## src/include/cam_consts.svh

```systemverilog
`ifndef CAM_CONSTS_SVH
`define CAM_CONSTS_SVH

// camera byte bus and rebuilt pixel
`define CAM_DATA_W        8
`define CAM_PIXEL_W       16
`define CAM_HCOUNT_W      11   // covers 1280 columns
`define CAM_VCOUNT_W      10   // covers 720 rows

// default frame geometry
`define CAM_FRAME_W       1280
`define CAM_FRAME_H       720

// output chunk packing
`define CAM_CHUNK_W       128
`define CAM_PIX_PER_CHUNK 8

// BT.601 coefficient magnitudes scaled by 256
`define CAM_Y_R           66
`define CAM_Y_G           129
`define CAM_Y_B           25
`define CAM_CB_R          38   // subtracted
`define CAM_CB_G          74   // subtracted
`define CAM_CB_B          112
`define CAM_CR_R          112
`define CAM_CR_G          94   // subtracted
`define CAM_CR_B          18   // subtracted

// display select codes
`define CAM_MODE_CAMERA   2'b00
`define CAM_MODE_MASK     2'b10
`define CAM_MODE_OVERLAY  2'b11

`define CAM_OVERLAY_COLOR 16'hF81F  // magenta in rgb565
`define CAM_MASK_ON       16'hFFFF
`define CAM_MASK_OFF      16'h0000

`endif
```

## src/rtl/cam_pkg.sv

```systemverilog
`include "cam_consts.svh"

package cam_pkg;

  // rgb565 pixel as it comes off the camera
  typedef struct packed {
    logic [4:0] r;
    logic [5:0] g;
    logic [4:0] b;
  } rgb565_t;

  // record carried down the pipeline next to each pixel
  typedef struct packed {
    rgb565_t                   pix;
    logic [`CAM_HCOUNT_W-1:0]  hcount;
    logic [`CAM_VCOUNT_W-1:0]  vcount;
    logic                      valid;   // single cycle pulse per pixel
  } pixel_rec_t;

  // converted colour space sample
  typedef struct packed {
    logic [7:0] y;
    logic [7:0] cr;
    logic [7:0] cb;
  } ycc_t;

  // lower bounds for the mask, inclusive
  typedef struct packed {
    logic [7:0] y;
    logic [7:0] cr;
    logic [7:0] cb;
  } cutoff_t;

  typedef logic [`CAM_CHUNK_W-1:0] chunk_t;  // pixel 0 in the low bits
  typedef logic [1:0]              display_mode_t;

endpackage

```

## src/rtl/camera_pipeline_top.sv

```systemverilog
`include "cam_consts.svh"

module camera_pipeline_top #(
  parameter int FRAME_W = `CAM_FRAME_W,
  parameter int FRAME_H = `CAM_FRAME_H
) (
  input  logic                   clk_camera,
  input  logic                   recent_reset,
  input  logic                   cam_pclk_i,   // camera bus is async to clk_camera
  input  logic                   cam_hsync_i,
  input  logic                   cam_vsync_i,
  input  logic [`CAM_DATA_W-1:0] cam_data_i,
  input  cam_pkg::cutoff_t       cutoff_i,     // static levels
  input  cam_pkg::display_mode_t display_mode_i,
  output logic                   chunk_valid_o,
  output cam_pkg::chunk_t        chunk_data_o,
  output logic                   chunk_last_o
);
  import cam_pkg::*;

  pixel_rec_t recon_rec;
  ycc_t       conv_ycc;
  pixel_rec_t conv_rec;
  logic       mask;
  pixel_rec_t mask_rec;
  pixel_rec_t disp_rec;

  // input side
  pixel_reconstruct #(.FRAME_W(FRAME_W), .FRAME_H(FRAME_H)) u_pixel_reconstruct (
    .clk_camera  (clk_camera),
    .recent_reset(recent_reset),
    .cam_pclk_i  (cam_pclk_i),
    .cam_hsync_i (cam_hsync_i),
    .cam_vsync_i (cam_vsync_i),
    .cam_data_i  (cam_data_i),
    .pix_rec_o   (recon_rec)
  );

  rgb_to_ycrcb u_rgb_to_ycrcb (  // 3 cycles
    .clk_camera  (clk_camera),
    .recent_reset(recent_reset),
    .pix_rec_i   (recon_rec),
    .ycc_o       (conv_ycc),
    .pix_rec_o   (conv_rec)
  );

  ycc_threshold u_ycc_threshold (
    .clk_camera  (clk_camera),
    .recent_reset(recent_reset),
    .ycc_i       (conv_ycc),
    .pix_rec_i   (conv_rec),
    .cutoff_i    (cutoff_i),
    .mask_o      (mask),
    .pix_rec_o   (mask_rec)
  );

  video_mux u_video_mux (
    .clk_camera    (clk_camera),
    .recent_reset  (recent_reset),
    .display_mode_i(display_mode_i),
    .mask_i        (mask),
    .pix_rec_i     (mask_rec),
    .pix_rec_o     (disp_rec)
  );

  // output side, consumer takes every chunk
  pixel_stacker #(.FRAME_W(FRAME_W), .FRAME_H(FRAME_H)) u_pixel_stacker (
    .clk_camera   (clk_camera),
    .recent_reset (recent_reset),
    .pix_rec_i    (disp_rec),
    .chunk_valid_o(chunk_valid_o),
    .chunk_data_o (chunk_data_o),
    .chunk_last_o (chunk_last_o)
  );

endmodule

```

## src/rtl/pixel_stacker.sv

```systemverilog
`include "cam_consts.svh"

module pixel_stacker #(
  parameter int FRAME_W = `CAM_FRAME_W,
  parameter int FRAME_H = `CAM_FRAME_H
) (
  input  logic                clk_camera,
  input  logic                recent_reset,
  input  cam_pkg::pixel_rec_t pix_rec_i,
  output logic                chunk_valid_o,
  output cam_pkg::chunk_t     chunk_data_o,
  output logic                chunk_last_o
);
  import cam_pkg::*;

  localparam int FILL_W = $clog2(`CAM_PIX_PER_CHUNK);
  localparam logic [FILL_W-1:0] FILL_LAST = FILL_W'(`CAM_PIX_PER_CHUNK - 1);

  logic [FILL_W-1:0] fill_q;     // pixels already in the chunk
  chunk_t            chunk_q;
  logic              frame_end;  // incoming pixel is the frame's last

  assign frame_end = (pix_rec_i.hcount == FRAME_W - 1) && (pix_rec_i.vcount == FRAME_H - 1);

  // newest pixel enters at the top so pixel 0 ends up in the low bits
  always_ff @(posedge clk_camera) begin
    if (pix_rec_i.valid) begin
      chunk_q <= {pix_rec_i.pix, chunk_q[`CAM_CHUNK_W-1:`CAM_PIXEL_W]};
    end
  end

  always_ff @(posedge clk_camera) begin
    if (recent_reset) begin
      fill_q        <= '0;
      chunk_valid_o <= 1'b0;
      chunk_last_o  <= 1'b0;
    end else begin
      chunk_valid_o <= 1'b0;
      chunk_last_o  <= 1'b0;
      if (pix_rec_i.valid) begin
        if (fill_q == FILL_LAST) begin
          fill_q        <= '0;
          chunk_valid_o <= 1'b1;
          chunk_last_o  <= frame_end;
        end else begin
          fill_q <= fill_q + 1'b1;
        end
      end
    end
  end

  assign chunk_data_o = chunk_q;

  // chunks never straddle a line end
  if (FRAME_W % `CAM_PIX_PER_CHUNK != 0) begin : g_bad_frame_w
    $error("pixel_stacker: FRAME_W %0d not a multiple of %0d", FRAME_W, `CAM_PIX_PER_CHUNK);
  end

  a_last_needs_valid : assert property (@(posedge clk_camera) disable iff (recent_reset)
    chunk_last_o |-> chunk_valid_o)
    else $error("pixel_stacker: chunk_last_o without chunk_valid_o");

  // upstream counts and the fill count agree at the frame end
  a_frame_end_aligned : assert property (@(posedge clk_camera) disable iff (recent_reset)
    (pix_rec_i.valid && frame_end) |-> (fill_q == FILL_LAST))
    else $error("pixel_stacker: frame ended with %0d pixels in the chunk", fill_q);

endmodule

```

## src/rtl/video_mux.sv

```systemverilog
`include "cam_consts.svh"

module video_mux (
  input  logic                   clk_camera,
  input  logic                   recent_reset,
  input  cam_pkg::display_mode_t display_mode_i,
  input  logic                   mask_i,
  input  cam_pkg::pixel_rec_t    pix_rec_i,
  output cam_pkg::pixel_rec_t    pix_rec_o
);
  import cam_pkg::*;

  rgb565_t    pix_sel;
  pixel_rec_t rec_q;

  always_comb begin
    case (display_mode_i)
      `CAM_MODE_CAMERA: begin
        pix_sel = pix_rec_i.pix;
      end
      `CAM_MODE_MASK: begin
        pix_sel = mask_i ? `CAM_MASK_ON : `CAM_MASK_OFF;  // full white or black
      end
      `CAM_MODE_OVERLAY: begin
        pix_sel = mask_i ? `CAM_OVERLAY_COLOR : pix_rec_i.pix;  // magenta over hits
      end
      default: begin
        pix_sel = pix_rec_i.pix;  // code 01 shows the camera too
      end
    endcase
  end

  // counts and valid ride along untouched
  always_ff @(posedge clk_camera) begin
    rec_q     <= pix_rec_i;
    rec_q.pix <= pix_sel;
    if (recent_reset) begin
      rec_q.valid <= 1'b0;
    end
  end

  assign pix_rec_o = rec_q;

endmodule

```

## src/rtl/ycc_threshold.sv

```systemverilog
`include "cam_consts.svh"

module ycc_threshold (
  input  logic                clk_camera,
  input  logic                recent_reset,
  input  cam_pkg::ycc_t       ycc_i,
  input  cam_pkg::pixel_rec_t pix_rec_i,
  input  cam_pkg::cutoff_t    cutoff_i,
  output logic                mask_o,
  output cam_pkg::pixel_rec_t pix_rec_o
);
  import cam_pkg::*;

  logic       y_ok;
  logic       cr_ok;
  logic       cb_ok;
  logic       pass;
  pixel_rec_t rec_q;

  // inclusive lower bounds on every channel
  assign y_ok  = (ycc_i.y >= cutoff_i.y);
  assign cr_ok = (ycc_i.cr >= cutoff_i.cr);
  assign cb_ok = (ycc_i.cb >= cutoff_i.cb);
  assign pass  = y_ok && cr_ok && cb_ok && pix_rec_i.valid;  // no mask on idle cycles

  always_ff @(posedge clk_camera) begin
    rec_q <= pix_rec_i;
    if (recent_reset) begin
      rec_q.valid <= 1'b0;
      mask_o      <= 1'b0;
    end else begin
      mask_o <= pass;
    end
  end

  assign pix_rec_o = rec_q;

endmodule

```

## src/rtl/rgb_to_ycrcb.sv

```systemverilog
`include "cam_consts.svh"

module rgb_to_ycrcb (
  input  logic                clk_camera,
  input  logic                recent_reset,
  input  cam_pkg::pixel_rec_t pix_rec_i,
  output cam_pkg::ycc_t       ycc_o,
  output cam_pkg::pixel_rec_t pix_rec_o
);
  import cam_pkg::*;

  logic [7:0]         r8;
  logic [7:0]         g8;
  logic [7:0]         b8;
  logic [15:0]        y_prod  [3];  // index 0 r, 1 g, 2 b
  logic [15:0]        cb_prod [3];
  logic [15:0]        cr_prod [3];
  logic signed [18:0] y_sum;
  logic signed [18:0] cb_sum;
  logic signed [18:0] cr_sum;
  pixel_rec_t         rec_pipe [3];

  // zero extend a product into the signed sum width
  function automatic logic signed [18:0] ext(input logic [15:0] p);
    return $signed({3'b000, p});
  endfunction

  // drop the rounding bits, add the offset and saturate to a byte
  function automatic logic [7:0] clamp8(input logic signed [18:0] s,
                                        input logic signed [18:0] offset);
    logic signed [18:0] v;
    v = (s >>> 8) + offset;
    if (v < 0) begin
      return 8'd0;
    end else if (v > 255) begin
      return 8'd255;
    end
    return v[7:0];
  endfunction

  // widen 565 to 888 by shifting left
  assign r8 = {pix_rec_i.pix.r, 3'b000};
  assign g8 = {pix_rec_i.pix.g, 2'b00};
  assign b8 = {pix_rec_i.pix.b, 3'b000};

  always_ff @(posedge clk_camera) begin
    // stage 1 products
    y_prod[0]  <= 16'(`CAM_Y_R * r8);
    y_prod[1]  <= 16'(`CAM_Y_G * g8);
    y_prod[2]  <= 16'(`CAM_Y_B * b8);
    cb_prod[0] <= 16'(`CAM_CB_R * r8);
    cb_prod[1] <= 16'(`CAM_CB_G * g8);
    cb_prod[2] <= 16'(`CAM_CB_B * b8);
    cr_prod[0] <= 16'(`CAM_CR_R * r8);
    cr_prod[1] <= 16'(`CAM_CR_G * g8);
    cr_prod[2] <= 16'(`CAM_CR_B * b8);
    // stage 2 sums with the rounding constant
    y_sum  <= ext(y_prod[0]) + ext(y_prod[1]) + ext(y_prod[2]) + 19'sd128;
    cb_sum <= ext(cb_prod[2]) - ext(cb_prod[0]) - ext(cb_prod[1]) + 19'sd128;
    cr_sum <= ext(cr_prod[0]) - ext(cr_prod[1]) - ext(cr_prod[2]) + 19'sd128;
    // stage 3 shift offset clamp
    ycc_o.y  <= clamp8(y_sum, 19'sd16);
    ycc_o.cb <= clamp8(cb_sum, 19'sd128);
    ycc_o.cr <= clamp8(cr_sum, 19'sd128);
  end

  // record follows the math three stages deep
  always_ff @(posedge clk_camera) begin
    rec_pipe[0] <= pix_rec_i;
    rec_pipe[1] <= rec_pipe[0];
    rec_pipe[2] <= rec_pipe[1];
    if (recent_reset) begin
      rec_pipe[0].valid <= 1'b0;
      rec_pipe[1].valid <= 1'b0;
      rec_pipe[2].valid <= 1'b0;
    end
  end

  assign pix_rec_o = rec_pipe[2];

endmodule

```

## src/rtl/pixel_reconstruct.sv

```systemverilog
`include "cam_consts.svh"

module pixel_reconstruct #(
  parameter int FRAME_W = `CAM_FRAME_W,
  parameter int FRAME_H = `CAM_FRAME_H
) (
  input  logic                   clk_camera,
  input  logic                   recent_reset,
  input  logic                   cam_pclk_i,
  input  logic                   cam_hsync_i,
  input  logic                   cam_vsync_i,
  input  logic [`CAM_DATA_W-1:0] cam_data_i,
  output cam_pkg::pixel_rec_t    pix_rec_o
);
  import cam_pkg::*;

  logic [1:0]               pclk_sync;   // bit 1 is the settled copy
  logic [1:0]               hsync_sync;
  logic [1:0]               vsync_sync;
  logic [`CAM_DATA_W-1:0]   data_meta;
  logic [`CAM_DATA_W-1:0]   data_sync;

  logic                     pclk_prev;
  logic                     hsync_prev;
  logic                     vsync_prev;
  logic                     pclk_rise_q;
  logic                     hsync_fall_q;
  logic                     vsync_fall_q;
  logic                     active_q;    // inside a line and a frame
  logic [`CAM_DATA_W-1:0]   data_q;

  logic                     byte_phase;  // 1 once the high byte is held
  logic [`CAM_DATA_W-1:0]   high_byte;
  logic [`CAM_HCOUNT_W-1:0] hcount_q;
  logic [`CAM_VCOUNT_W-1:0] vcount_q;
  pixel_rec_t               rec_q;

  // double flop the control lines
  always_ff @(posedge clk_camera) begin
    if (recent_reset) begin
      pclk_sync  <= '0;
      hsync_sync <= '0;
      vsync_sync <= '0;
    end else begin
      pclk_sync  <= {pclk_sync[0], cam_pclk_i};
      hsync_sync <= {hsync_sync[0], cam_hsync_i};
      vsync_sync <= {vsync_sync[0], cam_vsync_i};
    end
  end

  always_ff @(posedge clk_camera) begin
    data_meta <= cam_data_i;
    data_sync <= data_meta;
    data_q    <= data_sync;   // lines up with the edge flags
  end

  // edge detect stage on the synchronized copies
  always_ff @(posedge clk_camera) begin
    if (recent_reset) begin
      pclk_prev    <= 1'b0;
      hsync_prev   <= 1'b0;
      vsync_prev   <= 1'b0;
      pclk_rise_q  <= 1'b0;
      hsync_fall_q <= 1'b0;
      vsync_fall_q <= 1'b0;
      active_q     <= 1'b0;
    end else begin
      pclk_prev    <= pclk_sync[1];
      hsync_prev   <= hsync_sync[1];
      vsync_prev   <= vsync_sync[1];
      pclk_rise_q  <= pclk_sync[1] & ~pclk_prev;
      hsync_fall_q <= hsync_prev & ~hsync_sync[1];
      vsync_fall_q <= vsync_prev & ~vsync_sync[1];
      active_q     <= hsync_sync[1] & vsync_sync[1];
    end
  end

  // byte pairing and counting
  always_ff @(posedge clk_camera) begin
    if (recent_reset) begin
      byte_phase  <= 1'b0;
      hcount_q    <= '0;
      vcount_q    <= '0;
      rec_q.valid <= 1'b0;
    end else begin
      rec_q.valid <= 1'b0;
      if (vsync_fall_q) begin           // new frame
        vcount_q   <= '0;
        hcount_q   <= '0;
        byte_phase <= 1'b0;
      end else if (hsync_fall_q) begin  // end of line
        hcount_q <= '0;
        vcount_q <= vcount_q + 1'b1;
      end else if (pclk_rise_q && active_q) begin
        if (!byte_phase) begin
          high_byte  <= data_q;
          byte_phase <= 1'b1;
        end else begin
          rec_q.pix    <= {high_byte, data_q};  // high byte first on the bus
          rec_q.hcount <= hcount_q;
          rec_q.vcount <= vcount_q;
          rec_q.valid  <= 1'b1;
          hcount_q     <= hcount_q + 1'b1;
          byte_phase   <= 1'b0;
        end
      end
    end
  end

  assign pix_rec_o = rec_q;

  // counts must stay inside the configured frame
  a_hcount_in_frame : assert property (@(posedge clk_camera) disable iff (recent_reset)
    rec_q.valid |-> (rec_q.hcount < FRAME_W))
    else $error("pixel_reconstruct: hcount %0d beyond frame width", rec_q.hcount);

  a_vcount_in_frame : assert property (@(posedge clk_camera) disable iff (recent_reset)
    rec_q.valid |-> (rec_q.vcount < FRAME_H))
    else $error("pixel_reconstruct: vcount %0d beyond frame height", rec_q.vcount);

endmodule

```

## config.mk

```make
export PLATFORM = sky130hd
export DESIGN_NAME = camera_pipeline_top
export DESIGN_NICKNAME = d
export VERILOG_FILES = /design/src/rtl/cam_pkg.sv /design/src/rtl/camera_pipeline_top.sv /design/src/rtl/pixel_stacker.sv /design/src/rtl/video_mux.sv /design/src/rtl/ycc_threshold.sv /design/src/rtl/rgb_to_ycrcb.sv /design/src/rtl/pixel_reconstruct.sv
export VERILOG_INCLUDE_DIRS = /design/src /design/src/include
export SDC_FILE = /design/constraint.sdc
export NUM_CORES = 1
export LEC_CHECK = 0
export BUFFER_PORTS_ARGS = -buffer_cell sky130_fd_sc_hd__buf_4
export CORE_MARGIN = 3
export CORE_UTILIZATION = 35
export CTS_BUF_LIST = sky130_fd_sc_hd__clkbuf_16
export DETAILED_ROUTE_END_ITERATION = 12
export PLACE_DENSITY_LB_ADDON = 0.2
export SYNTH_ARGS = -nofsm -noshare
export SYNTH_HDL_FRONTEND = slang
export SYNTH_SLANG_ARGS = --single-unit
export TNS_END_PERCENT = 1
```

## constraint.sdc

```tcl
create_clock -name clk_camera -period 7.2 [get_ports clk_camera]
set_input_delay 2.16 -clock clk_camera [delete_from_list [all_inputs] [get_ports clk_camera]]
set_output_delay 2.16 -clock clk_camera [all_outputs]
set_load 0.05 [all_outputs]
```

==> reports/summary.txt, run 1 <==
outcome = complete, no violations
Skew-Pair Late Insertion Delay = 0.61 ns
Synth Register Bits = 539
via count = 10898
clk buf depth = 3
post-cts repair resize count = 0
Core Rows = 86
fmax = 250 MHz
layout cells sized above 1 = 16.2%
FFs w/ async S/R, synth = 0%
Synth top area share = 37.4%
setup bufs post-CTS = 0
area growth from synthesis to layout = 21.5%
mux cell area share after synthesis = 0.256%
setup_tns = 0 ns
GRT overflow = 0
Ant. Diodes = 0
post-synth net total = 1726
largest family of logic cells by synthesized area = adder cells
leading area contributor after synthesis = dfxtp_1
Final Cycle Share = 55.5%
Startpoint Class = input pin
CTS buffer count = 58
Max-Cap Viols = 0
post-DR wirelength/cell = 14.1 um
Mapped Cells = 1461
Reg power frac = 50.5%
final instance area = 23800 um^2
final setup violation count = 0
number of global-route vias before repair = 10874
CTS Hold Buffers Added = 0
GPL Wtd Cong = 0.797
# DRC = 0
clock sinks = 539
placed insts = 2372
Post-synth EDFFs = 173
largest cells by area after synthesis = dfxtp_1 (37%), edfxtp_1 (27%), ha_1 (13%)
sequential element share of the synthesized area = 64.0%
Post-Synth XOR/XNOR Area = 4.16%
final hold violation count = 0
# IOs = 169
Reg2Reg Setup Slack = 3.47 ns
Buffers on Ports = 168
Unique masters post-synth = 66
final wirelength = 35000 um
Slew Limit Fails = 0
Final Worst Setup Slack = 3.21 ns
dpl cell area = 21800 um^2
compound-cell area share of the yosys netlist = 6.63%
RSZ-0062 raised after global routing = no
pre-CTS WS = 2.54 ns
worst hold path class = flop to flop
1st-iter DRT viols = 429
synthesized area = 19600 um^2
Starting Density = 35.5%
Final Non-Filler Cells = 2479
Root Driver = clkbuf_16
Die Area = 58800 um^2
critical path required time = 7.65 ns
leak pwr = 10.4 nW
Reg clk slew, reported paths = 0.06 ns
data arrival time of the critical path = 4.45 ns
Detail Route Antenna Nets = 0
simple-gate share of the synthesized area = 7.10%
yosys warns = 0
GR Util All Layers = 11.9%
PD cells = 261 nW/um^2
initial antenna violation count = 0
Clk network pwr share = 48.8%
VDD IR max = 0.183 mV
Slew headroom = 22.7%
Slew @ Worst Pin = 1.15 ns
first-pass GRT wire length = 56400 um
Pint = 4.99 mW
sw power = 1.21 mW
Via-to-Cell Ratio = 4.40
crit path kind = input pin to flop
largest net degree at the start of global routing = 86
DIE HEIGHT = 242 um
Logic pwr share = 0.7%
Worst setup EP type = flop
Crit Path Max Fanout = 1
Detailed Place HPWL = 25800 um
Mapped Avg Cell Area = 13.4 um^2
minimum clock period = 3.99 ns
Setup Skew = 0.0301 ns
adder-cell share of the synthesized area = 15.4%
drt first pass iters = 5
CTS tree = built
H-tree Lvls = 2
Chip Width = 242 um
Main synth FF type = dfxtp_1
switching part of the total = 19.5%
nets = 1949
core area = 55200 um^2
[final timing paths]
path	depth (start not counted)	to	from
worst max-delay path	9	u_ycc_threshold.mask_o	cutoff_i[0]
worst min-delay path	0	u_rgb_to_ycrcb.rec_pipe[0][51]	u_rgb_to_ycrcb.rec_pipe[0][13]
worst max register to register	12	u_rgb_to_ycrcb.cr_prod[0][23]	u_pixel_reconstruct.pix_rec_o[30]
worst min register to register	0	u_rgb_to_ycrcb.rec_pipe[0][51]	u_rgb_to_ycrcb.rec_pipe[0][13]
[synthesized netlist by cell type (3+ instances only)]
master	instances
a21boi_0	3
a21o_1	45
a21oi_1	49
a31oi_1	5
and2_1	3
clkbuf_1	6
dfxtp_1	366
edfxtp_1	173
fa_1	24
ha_1	202
inv_1	123
mux2i_1	5
nand2_1	79
nand2b_1	18
nand3_1	10
nand3b_1	15
nand4_1	10
nor2_1	63
nor2b_1	28
nor3_1	19
nor4_1	4
o21a_1	14
o21ai_0	30
o21ai_1	7
o21bai_1	6
o22ai_1	7
or2_2	3
or3_1	6
xnor2_1	61
xor2_1	30
[logic make-up after synthesis]
kind of cell	after synthesis
simple gates	274
buf+inv	131
fa+ha+maj	226
flops	539
xor+xnor	92
mux	5
compound gates	194
[cell usage in the layout (no fill, tap or decap), types with 45 or more instances in the layout]
cell       instances
dfxtp_1          365
ha_1             202
edfxtp_1         173
buf_4            170
inv_1            134
nand2_1           79
nor2_1            63
xnor2_1           61
clkbuf_16         60
a21oi_1           49
a21o_1            45
[power groups by stage]
stage	logic (mW)	clock network [mW]	registers [mW]
after detailed placement	0.0448	0	3.20
after global placement	0.0437	0	3.20
after global routing	0.0497	3.25	3.13
final	0.0433	3.02	3.13
after CTS	0.0450	3.12	3.13
after floorplan	0.0204	0	3.20
[final cells by class]
class                      count  area [um^2]
fill                        5090        31400
sequential                   539        12500
multi-input combinational    791         6570
clock buffer                  60         1500
timing repair buffer         170         1280
tap                          748          936
clock inverter                47          499
inverter                     124          465
[per-layer routing]
layer  GRT usage [%]  vias to the layer above  share of wire [%]
met5               0                        -                  0
met4            4.33                        0                2.8
met3            3.24                       63                5.6
met2            19.5                      227                 46
met1            15.1                     5110                 45
li1                -                     5498                  -
[worst max-delay path: stages]
cell and delay (ns):
buf_4 0.11, ha_1 0.27, nand2b_1 0.14, a21o_1 0.18
a21o_1 0.17, a21o_1 0.17, a21o_1 0.19, a2111oi_0 0.97
nor4_1 0.08
[flip-flops by register name, indices dropped and copies added, names as in the netlist, 11 cells and up]
register,flops
u_rgb_to_ycrcb.cb_sum,11
u_rgb_to_ycrcb.ycc_o,24
u_rgb_to_ycrcb.rec_pipe,113
u_pixel_reconstruct.hcount_q,11
u_rgb_to_ycrcb.cb_prod,26
u_pixel_reconstruct.pix_rec_o,38
u_ycc_threshold.pix_rec_o,38
u_video_mux.pix_rec_o,38
u_rgb_to_ycrcb.cr_prod,22
u_pixel_stacker.chunk_data_o,128
u_rgb_to_ycrcb.cr_sum,11
[metrics by stage]
stage / hold WS, ns / utilization (%) / total power, mW
after detailed placement: 0.312 / 39.4 / 3.25
after CTS: 0.322 / 43.1 / 6.30
final: 0.321 / 43.1 / 6.20
after global placement: 0.310 / 39.4 / 3.24
after global routing: 0.323 / 43.1 / 6.43
after floorplan: 0.310 / - / 3.22
Note: power is estimated with default switching activity, not from simulation.
==> run 2, diff against run 1 <==
==> constraint.sdc (replaced) <==
create_clock -name clk_camera -period 3.8 [get_ports clk_camera]
set_input_delay 1.14 -clock clk_camera [delete_from_list [all_inputs] [get_ports clk_camera]]
set_output_delay 1.14 -clock clk_camera [all_outputs]
set_load 0.05 [all_outputs]
==> reports/summary.txt, run 2 (synthesis gave the netlist of run 1 again) <==
Fin Hold WS = 0.319 ns (was 0.321 ns)
Slew headroom = 35.6% (was 22.7%)
Worst Hold Path EP = u_rgb_to_ycrcb.rec_pipe[0][79] (was u_rgb_to_ycrcb.rec_pipe[0][51])
Crit Path Max Fanout = 3 (was 1)
clock sinks = 539 (unchanged)
Reg clk slew, reported paths = 0.06 ns (about the same)
Ant. Diodes = 0 (unchanged)
minimum clock period = 3.55 ns
outcome = complete, no violations (unchanged)
leak pwr = 10.4 nW (about the same)
CTS tree = built (unchanged)
RSZ-0062 raised after global routing = no (unchanged)
data arrival time of the critical path = 4.03 ns (was 4.45 ns)
Final Cycle Share = 93.5%
total power = 11.8 mW (was 6.20 mW)
DIE HEIGHT = 242 um (unchanged)
Detail Route Antenna Nets = 0 (unchanged)
largest net degree at the start of global routing = 74 (was 86)
initial antenna violation count = 1 (was 0)
final setup violation count = 0 (unchanged)
Chip Width = 242 um (unchanged)
commonest non-fill, non-tap cell in the layout = dfxtp_1 (unchanged)
VDD IR max = 0.281 mV (was 0.183 mV)
final instance area = 23900 um^2 (was 23800 um^2)
CTS Hold Buffers Added = 0 (unchanged)
clk buf depth = 3 (unchanged)
Layout Utilization = 43.3% (was 43.1%)
Buffers on Ports = 168 (unchanged)
GR Util All Layers = 12.1% (was 11.9%)
core area = 55200 um^2 (unchanged)
placed insts = 2381 (was 2372)
PD cells = 493 nW/um^2 (was 261 nW/um^2)
worst hold path class = flop to flop (unchanged)
# DRC = 0 (unchanged)
final hold violation count = 0 (unchanged)
Max-Cap Viols = 0 (unchanged)
RR Startpoint = u_pixel_reconstruct.pix_rec_o[30] (unchanged)
Slew @ Worst Pin = 0.965 ns (was 1.15 ns)
Core Rows = 86 (unchanged)
# IOs = 169 (unchanged)
Slew Limit Fails = 0 (unchanged)
Register-to-Register Path Depth = 12 (unchanged)
hold depth = 0 (unchanged)
first-pass GRT wire length = 57500 um (was 56400 um)
dpl cell area = 21900 um^2 (was 21800 um^2)
Setup Skew = 0.0130 ns (was 0.0301 ns)
GRT overflow = 0 (unchanged)
Hold Crit Start = u_rgb_to_ycrcb.rec_pipe[0][41] (was u_rgb_to_ycrcb.rec_pipe[0][13])
final wirelength = 35300 um (was 35000 um)
setup bufs post-CTS = 0 (unchanged)
Final Worst Setup Slack = 0.248 ns (was 3.21 ns)
drt first pass iters = 4 (was 5)
number of global-route vias before repair = 10944 (was 10874)
max reg flops = 128 (unchanged)
Via-to-Cell Ratio = 4.34 (was 4.40)
area growth from synthesis to layout = 22.1% (was 21.5%)
most frequent cells in the layout = dfxtp_1 (364), ha_1 (202), buf_4 (177), edfxtp_1 (173), inv_1 (127) (was dfxtp_1 (365), ha_1 (202), edfxtp_1 (173), buf_4 (170), inv_1 (134))
H-tree Lvls = 2 (unchanged)
crit path kind = flop to flop (was input pin to flop)
critical path required time = 4.27 ns (was 7.65 ns)
pre-CTS WS = 0.195 ns (was 2.54 ns)
Detailed Place HPWL = 25900 um (was 25800 um)
post-DR wirelength/cell = 14.2 um (was 14.1 um)
Die Area = 58800 um^2 (unchanged)
nets = 1957 (was 1949)
CTS buffer count = 57 (was 58)
Startpoint Class = flop (was input pin)
Worst setup EP type = flop (unchanged)
1st-iter DRT viols = 437 (was 429)
fmax = 282 MHz
layout cells sized above 1 = 17.1% (was 16.2%)
Final Non-Filler Cells = 2488 (was 2479)
FF-to-FF End = u_rgb_to_ycrcb.cr_prod[0][23] (unchanged)
Starting Density = 35.5% (unchanged)
GPL Wtd Cong = 0.798 (was 0.797)
setup_tns = 0 ns (unchanged)
via count = 10809 (was 10898)
Skew-Pair Late Insertion Delay = 0.60 ns (was 0.61 ns)
Root Driver = clkbuf_16 (unchanged)
Reg2Reg Setup Slack = 0.25 ns (was 3.47 ns)
==> run 2: layer usage <==
layer | vias to the layer above | global-route usage [%] | wire [um] | part of all wire, %
li1 | 5531 | - | - | -
met1 | 5006 | 15.5 | 16300 | 46
met2 | 218 | 20.0 | 16200 | 46
met3 | 54 | 3.01 | 1950 | 5.5
met4 | 0 | 4.01 | 845 | 2.4
met5 | - | 0 | 0 | 0
==> run 2: final cells by class <==
type / count / area [um^2]
Inverter: 124 / 465
Tap cell: 748 / 936
Multi-Input combinational cell: 791 / 6580
Timing Repair Buffer: 179 / 1370
Sequential cell: 539 / 12500
Fill cell: 5072 / 31300
Clock inverter: 45 / 475
Clock buffer: 62 / 1550
==> run 2: how the worst max path moves through the flow <==
| stage | startpoint | endpoint | slack (ns) | depth (start not counted) |
|---|---|---|---|---|
| 2_1_floorplan | recent_reset | u_pixel_reconstruct.pix_rec_o[10] | 0.13 | 2 |
| 3_3_place_gp | u_pixel_reconstruct.pix_rec_o[30] | u_rgb_to_ycrcb.cr_prod[0][23] | 0.25 | 12 |
| 3_5_place_dp | u_pixel_reconstruct.pix_rec_o[30] | u_rgb_to_ycrcb.cr_prod[0][23] | 0.19 | 12 |
| 4_1_cts | u_rgb_to_ycrcb.rec_pipe[0][33] | u_rgb_to_ycrcb.y_sum[15] | 0.18 | 15 |
| 5_1_grt | u_rgb_to_ycrcb.rec_pipe[0][27] | u_rgb_to_ycrcb.cr_sum[15] | 0.0006 | 15 |
| 6_report | u_pixel_reconstruct.pix_rec_o[30] | u_rgb_to_ycrcb.cr_prod[0][23] | 0.25 | 12 |
==> run 2: critical path, cell delays in order, from the launching register on <==
cell      delay (ns)
edfxtp_1        0.41
fa_1            0.60
inv_1           0.07
fa_1            0.48
fa_1            0.54
inv_1           0.04
ha_1            0.32
a21o_1          0.18
a21oi_2         0.17
o21bai_1        0.08
a21oi_1         0.21
o21ai_0         0.16
xor2_1          0.16
==> run 2: timing repair <==
action                                  in CTS  in global routing
resized for setup                            0                  3
endpoints found under the setup margin       0                  6
hold endpoints to repair                     0                  0
==> run 2: power breakdown <==
part	switching [mW]	internal (mW)
Combinational	0.0361	0.0451
Clock	2.31	3.46
Sequential	0.00776	5.93
==> run 3, diff against run 2 <==
--- a/config.mk
+++ b/config.mk
@@ -6,8 +6,8 @@
 export SDC_FILE = /design/constraint.sdc
 export NUM_CORES = 1
 export LEC_CHECK = 0
-export BUFFER_PORTS_ARGS = -buffer_cell sky130_fd_sc_hd__buf_4
-export CORE_MARGIN = 3
+export BUFFER_PORTS_ARGS = -buffer_cell sky130_fd_sc_hd__buf_2
+export CORE_MARGIN = 2
 export CORE_UTILIZATION = 35
 export CTS_BUF_LIST = sky130_fd_sc_hd__clkbuf_16
 export DETAILED_ROUTE_END_ITERATION = 12
==> reports/summary.txt, run 3 (synthesis gave the netlist of run 1 again) <==
crit path to = u_rgb_to_ycrcb.cb_sum[16] (was u_rgb_to_ycrcb.cr_prod[0][23])
Layout Utilization = 42.2% (was 43.3%)
Setup Skew = 0.0200 ns (was 0.0130 ns)
layout cells sized above 1 = 16.7% (was 17.1%)
fmax = 278 MHz (was 282 MHz)
outcome = complete, no violations (unchanged)
final wirelength = 34800 um (was 35300 um)
Slew Limit Fails = 0 (unchanged)
H-tree Lvls = 2 (unchanged)
GR Util All Layers = 12.2% (was 12.1%)
worst hold path class = flop to flop (unchanged)
Max-Cap Viols = 0 (unchanged)
clk buf depth = 3 (unchanged)
final instance area = 23300 um^2 (was 23900 um^2)
Slew headroom = 41.1% (was 35.6%)
nets = 1956 (was 1957)
Core Rows = 86 (unchanged)
Register-to-Register Path Depth = 13 (was 12)
Slew @ Worst Pin = 0.884 ns (was 0.965 ns)
core area = 55200 um^2 (unchanged)
PD cells = 485 nW/um^2 (was 493 nW/um^2)
leak pwr = 10.2 nW (was 10.4 nW)
drt first pass iters = 4 (unchanged)
hold depth = 0 (unchanged)
Die Area = 57800 um^2 (was 58800 um^2)
Via-to-Cell Ratio = 4.35 (was 4.34)
max reg flops = 128 (unchanged)
data arrival time of the critical path = 4.08 ns (was 4.03 ns)
CTS Hold Buffers Added = 0 (unchanged)
number of global-route vias before repair = 10967 (was 10944)
clock sinks = 539 (unchanged)
final setup violation count = 0 (unchanged)
Crit Path Max Fanout = 7 (was 3)
Chip Width = 240 um (was 242 um)
CTS buffer count = 55 (was 57)
Starting Density = 35.5% (unchanged)
RR Startpoint = u_rgb_to_ycrcb.rec_pipe[0][33] (was u_pixel_reconstruct.pix_rec_o[30])
Skew-Pair Late Insertion Delay = 0.61 ns (was 0.60 ns)
Setup crit start = u_rgb_to_ycrcb.rec_pipe[0][33] (was u_pixel_reconstruct.pix_rec_o[30])
Worst setup EP type = flop (unchanged)
Critical Path Max Stage Delay = 0.56 ns (was 0.60 ns)
Reg2Reg Setup Slack = 0.20 ns (was 0.25 ns)
DIE HEIGHT = 240 um (was 242 um)
RSZ-0062 raised after global routing = no (unchanged)
Final Worst Setup Slack = 0.204 ns (was 0.248 ns)
GPL Wtd Cong = 0.760 (was 0.798)
VDD IR max = 0.364 mV (was 0.281 mV)
Fin Hold WS = 0.316 ns (was 0.319 ns)
area growth from synthesis to layout = 19.1% (was 22.1%)
critical path cell sequence = inv_1 -> ha_1 -> a31oi_1 -> o21ai_1 -> a21oi_1 -> xnor2_1 -> ha_1 -> ha_1 -> a21o_1 -> a21o_1 -> o41a_1 -> a31o_1 -> xor2_1 (was fa_1 -> inv_1 -> fa_1 -> fa_1 -> inv_1 -> ha_1 -> a21o_1 -> a21oi_2 -> o21bai_1 -> a21oi_1 -> o21ai_0 -> xor2_1)
slowest library cell on the worst path = dfxtp_1 (was fa_1)
Detail Route Antenna Nets = 0 (unchanged)
final hold violation count = 0 (unchanged)
initial antenna violation count = 1 (unchanged)
FF-to-FF End = u_rgb_to_ycrcb.cb_sum[16] (was u_rgb_to_ycrcb.cr_prod[0][23])
total power = 11.3 mW (was 11.8 mW)
CTS tree = built (unchanged)
Root Driver = clkbuf_16 (unchanged)
Final Cycle Share = 94.6% (was 93.5%)
crit path kind = flop to flop (unchanged)
first-pass GRT wire length = 55700 um (was 57500 um)
GRT overflow = 0 (unchanged)
Buffers on Ports = 168 (unchanged)
setup_tns = 0 ns (unchanged)
largest net degree at the start of global routing = 71 (was 74)
Detailed Place HPWL = 25600 um (was 25900 um)
via count = 10807 (was 10809)
dpl cell area = 21400 um^2 (was 21900 um^2)
placed insts = 2382 (was 2381)
1st-iter DRT viols = 333 (was 437)
post-DR wirelength/cell = 14.0 um (was 14.2 um)
Reg clk slew, reported paths = 0.06 ns (about the same)
# DRC = 0 (unchanged)
minimum clock period = 3.60 ns (was 3.55 ns)
commonest non-fill, non-tap cell in the layout = dfxtp_1 (unchanged)
Final Non-Filler Cells = 2486 (was 2488)
most frequent cells in the layout = dfxtp_1 (365), ha_1 (202), edfxtp_1 (173), buf_2 (168), inv_1 (132) (was dfxtp_1 (364), ha_1 (202), buf_4 (177), edfxtp_1 (173), inv_1 (127))
critical path required time = 4.28 ns (was 4.27 ns)
Startpoint Class = flop (unchanged)
Most common cell on crit path = ha_1 (was fa_1)
pre-CTS WS = 0.220 ns (was 0.195 ns)
# IOs = 169 (unchanged)
[run 3: cell type report]
cell class              count  area [um^2]
diodes                      1         2.50
multi-input cells         791         6580
inverters                 124          465
well taps                 748          936
flip-flops and latches    539        12500
fillers                  5052        31900
repair buffers            180          956
clock inverters            45          383
clock buffers              58         1450
[run 3: routing by layer]
metal	vias to the layer above	share of wire, %	global-route usage, %	wire [um]
li1	5519	-	-	-
met2	227	46	20.6	16000
met3	64	6.5	3.38	2270
met4	0	3.6	5.19	1250
met5	-	0	0	0
met1	4997	44	14.6	15300
[run 3: worst max-delay path, delay by kind of cell, from the launching register on]
family                   cells  cell delay [ns]
AO/OA/AOI/OAI                7             1.70
XOR/XNOR                     2             0.31
adder cells (fa/ha/maj)      3             0.82
buffers and inverters        1             0.09
flip-flops                   1             0.56
[run 3: how the worst min path moves through the flow]
stage / start / end / slack (ns)
finish: u_rgb_to_ycrcb.rec_pipe[0][9] / u_rgb_to_ycrcb.rec_pipe[0][47] / 0.32
detailed placement: u_pixel_reconstruct.data_sync[0] / u_pixel_reconstruct.data_q[0] / 0.31
global placement: u_rgb_to_ycrcb.rec_pipe[0][68] / u_rgb_to_ycrcb.rec_pipe[0][106] / 0.31
global route: u_rgb_to_ycrcb.rec_pipe[0][9] / u_rgb_to_ycrcb.rec_pipe[0][47] / 0.31
CTS: u_rgb_to_ycrcb.rec_pipe[0][8] / u_rgb_to_ycrcb.rec_pipe[0][46] / 0.31
floorplan: u_pixel_reconstruct.data_sync[0] / u_pixel_reconstruct.data_q[0] / 0.31
[run 3: report_power, final]
part	switching, mW	leakage, nW	internal, mW	total [mW]
combinational	0.0371	4.63	0.0351	0.0722
clock	2.19	0.953	3.11	5.30
sequential	0.00753	4.63	5.93	5.94
total	2.23	10.2	9.08	11.3
[run 3: repair_timing]
action                                 in CTS  in global routing
endpoints found under the hold margin       0                  0
setup endpoints to repair                   0                  4
buffers inserted                            0                  0
resized for setup                           0                  3
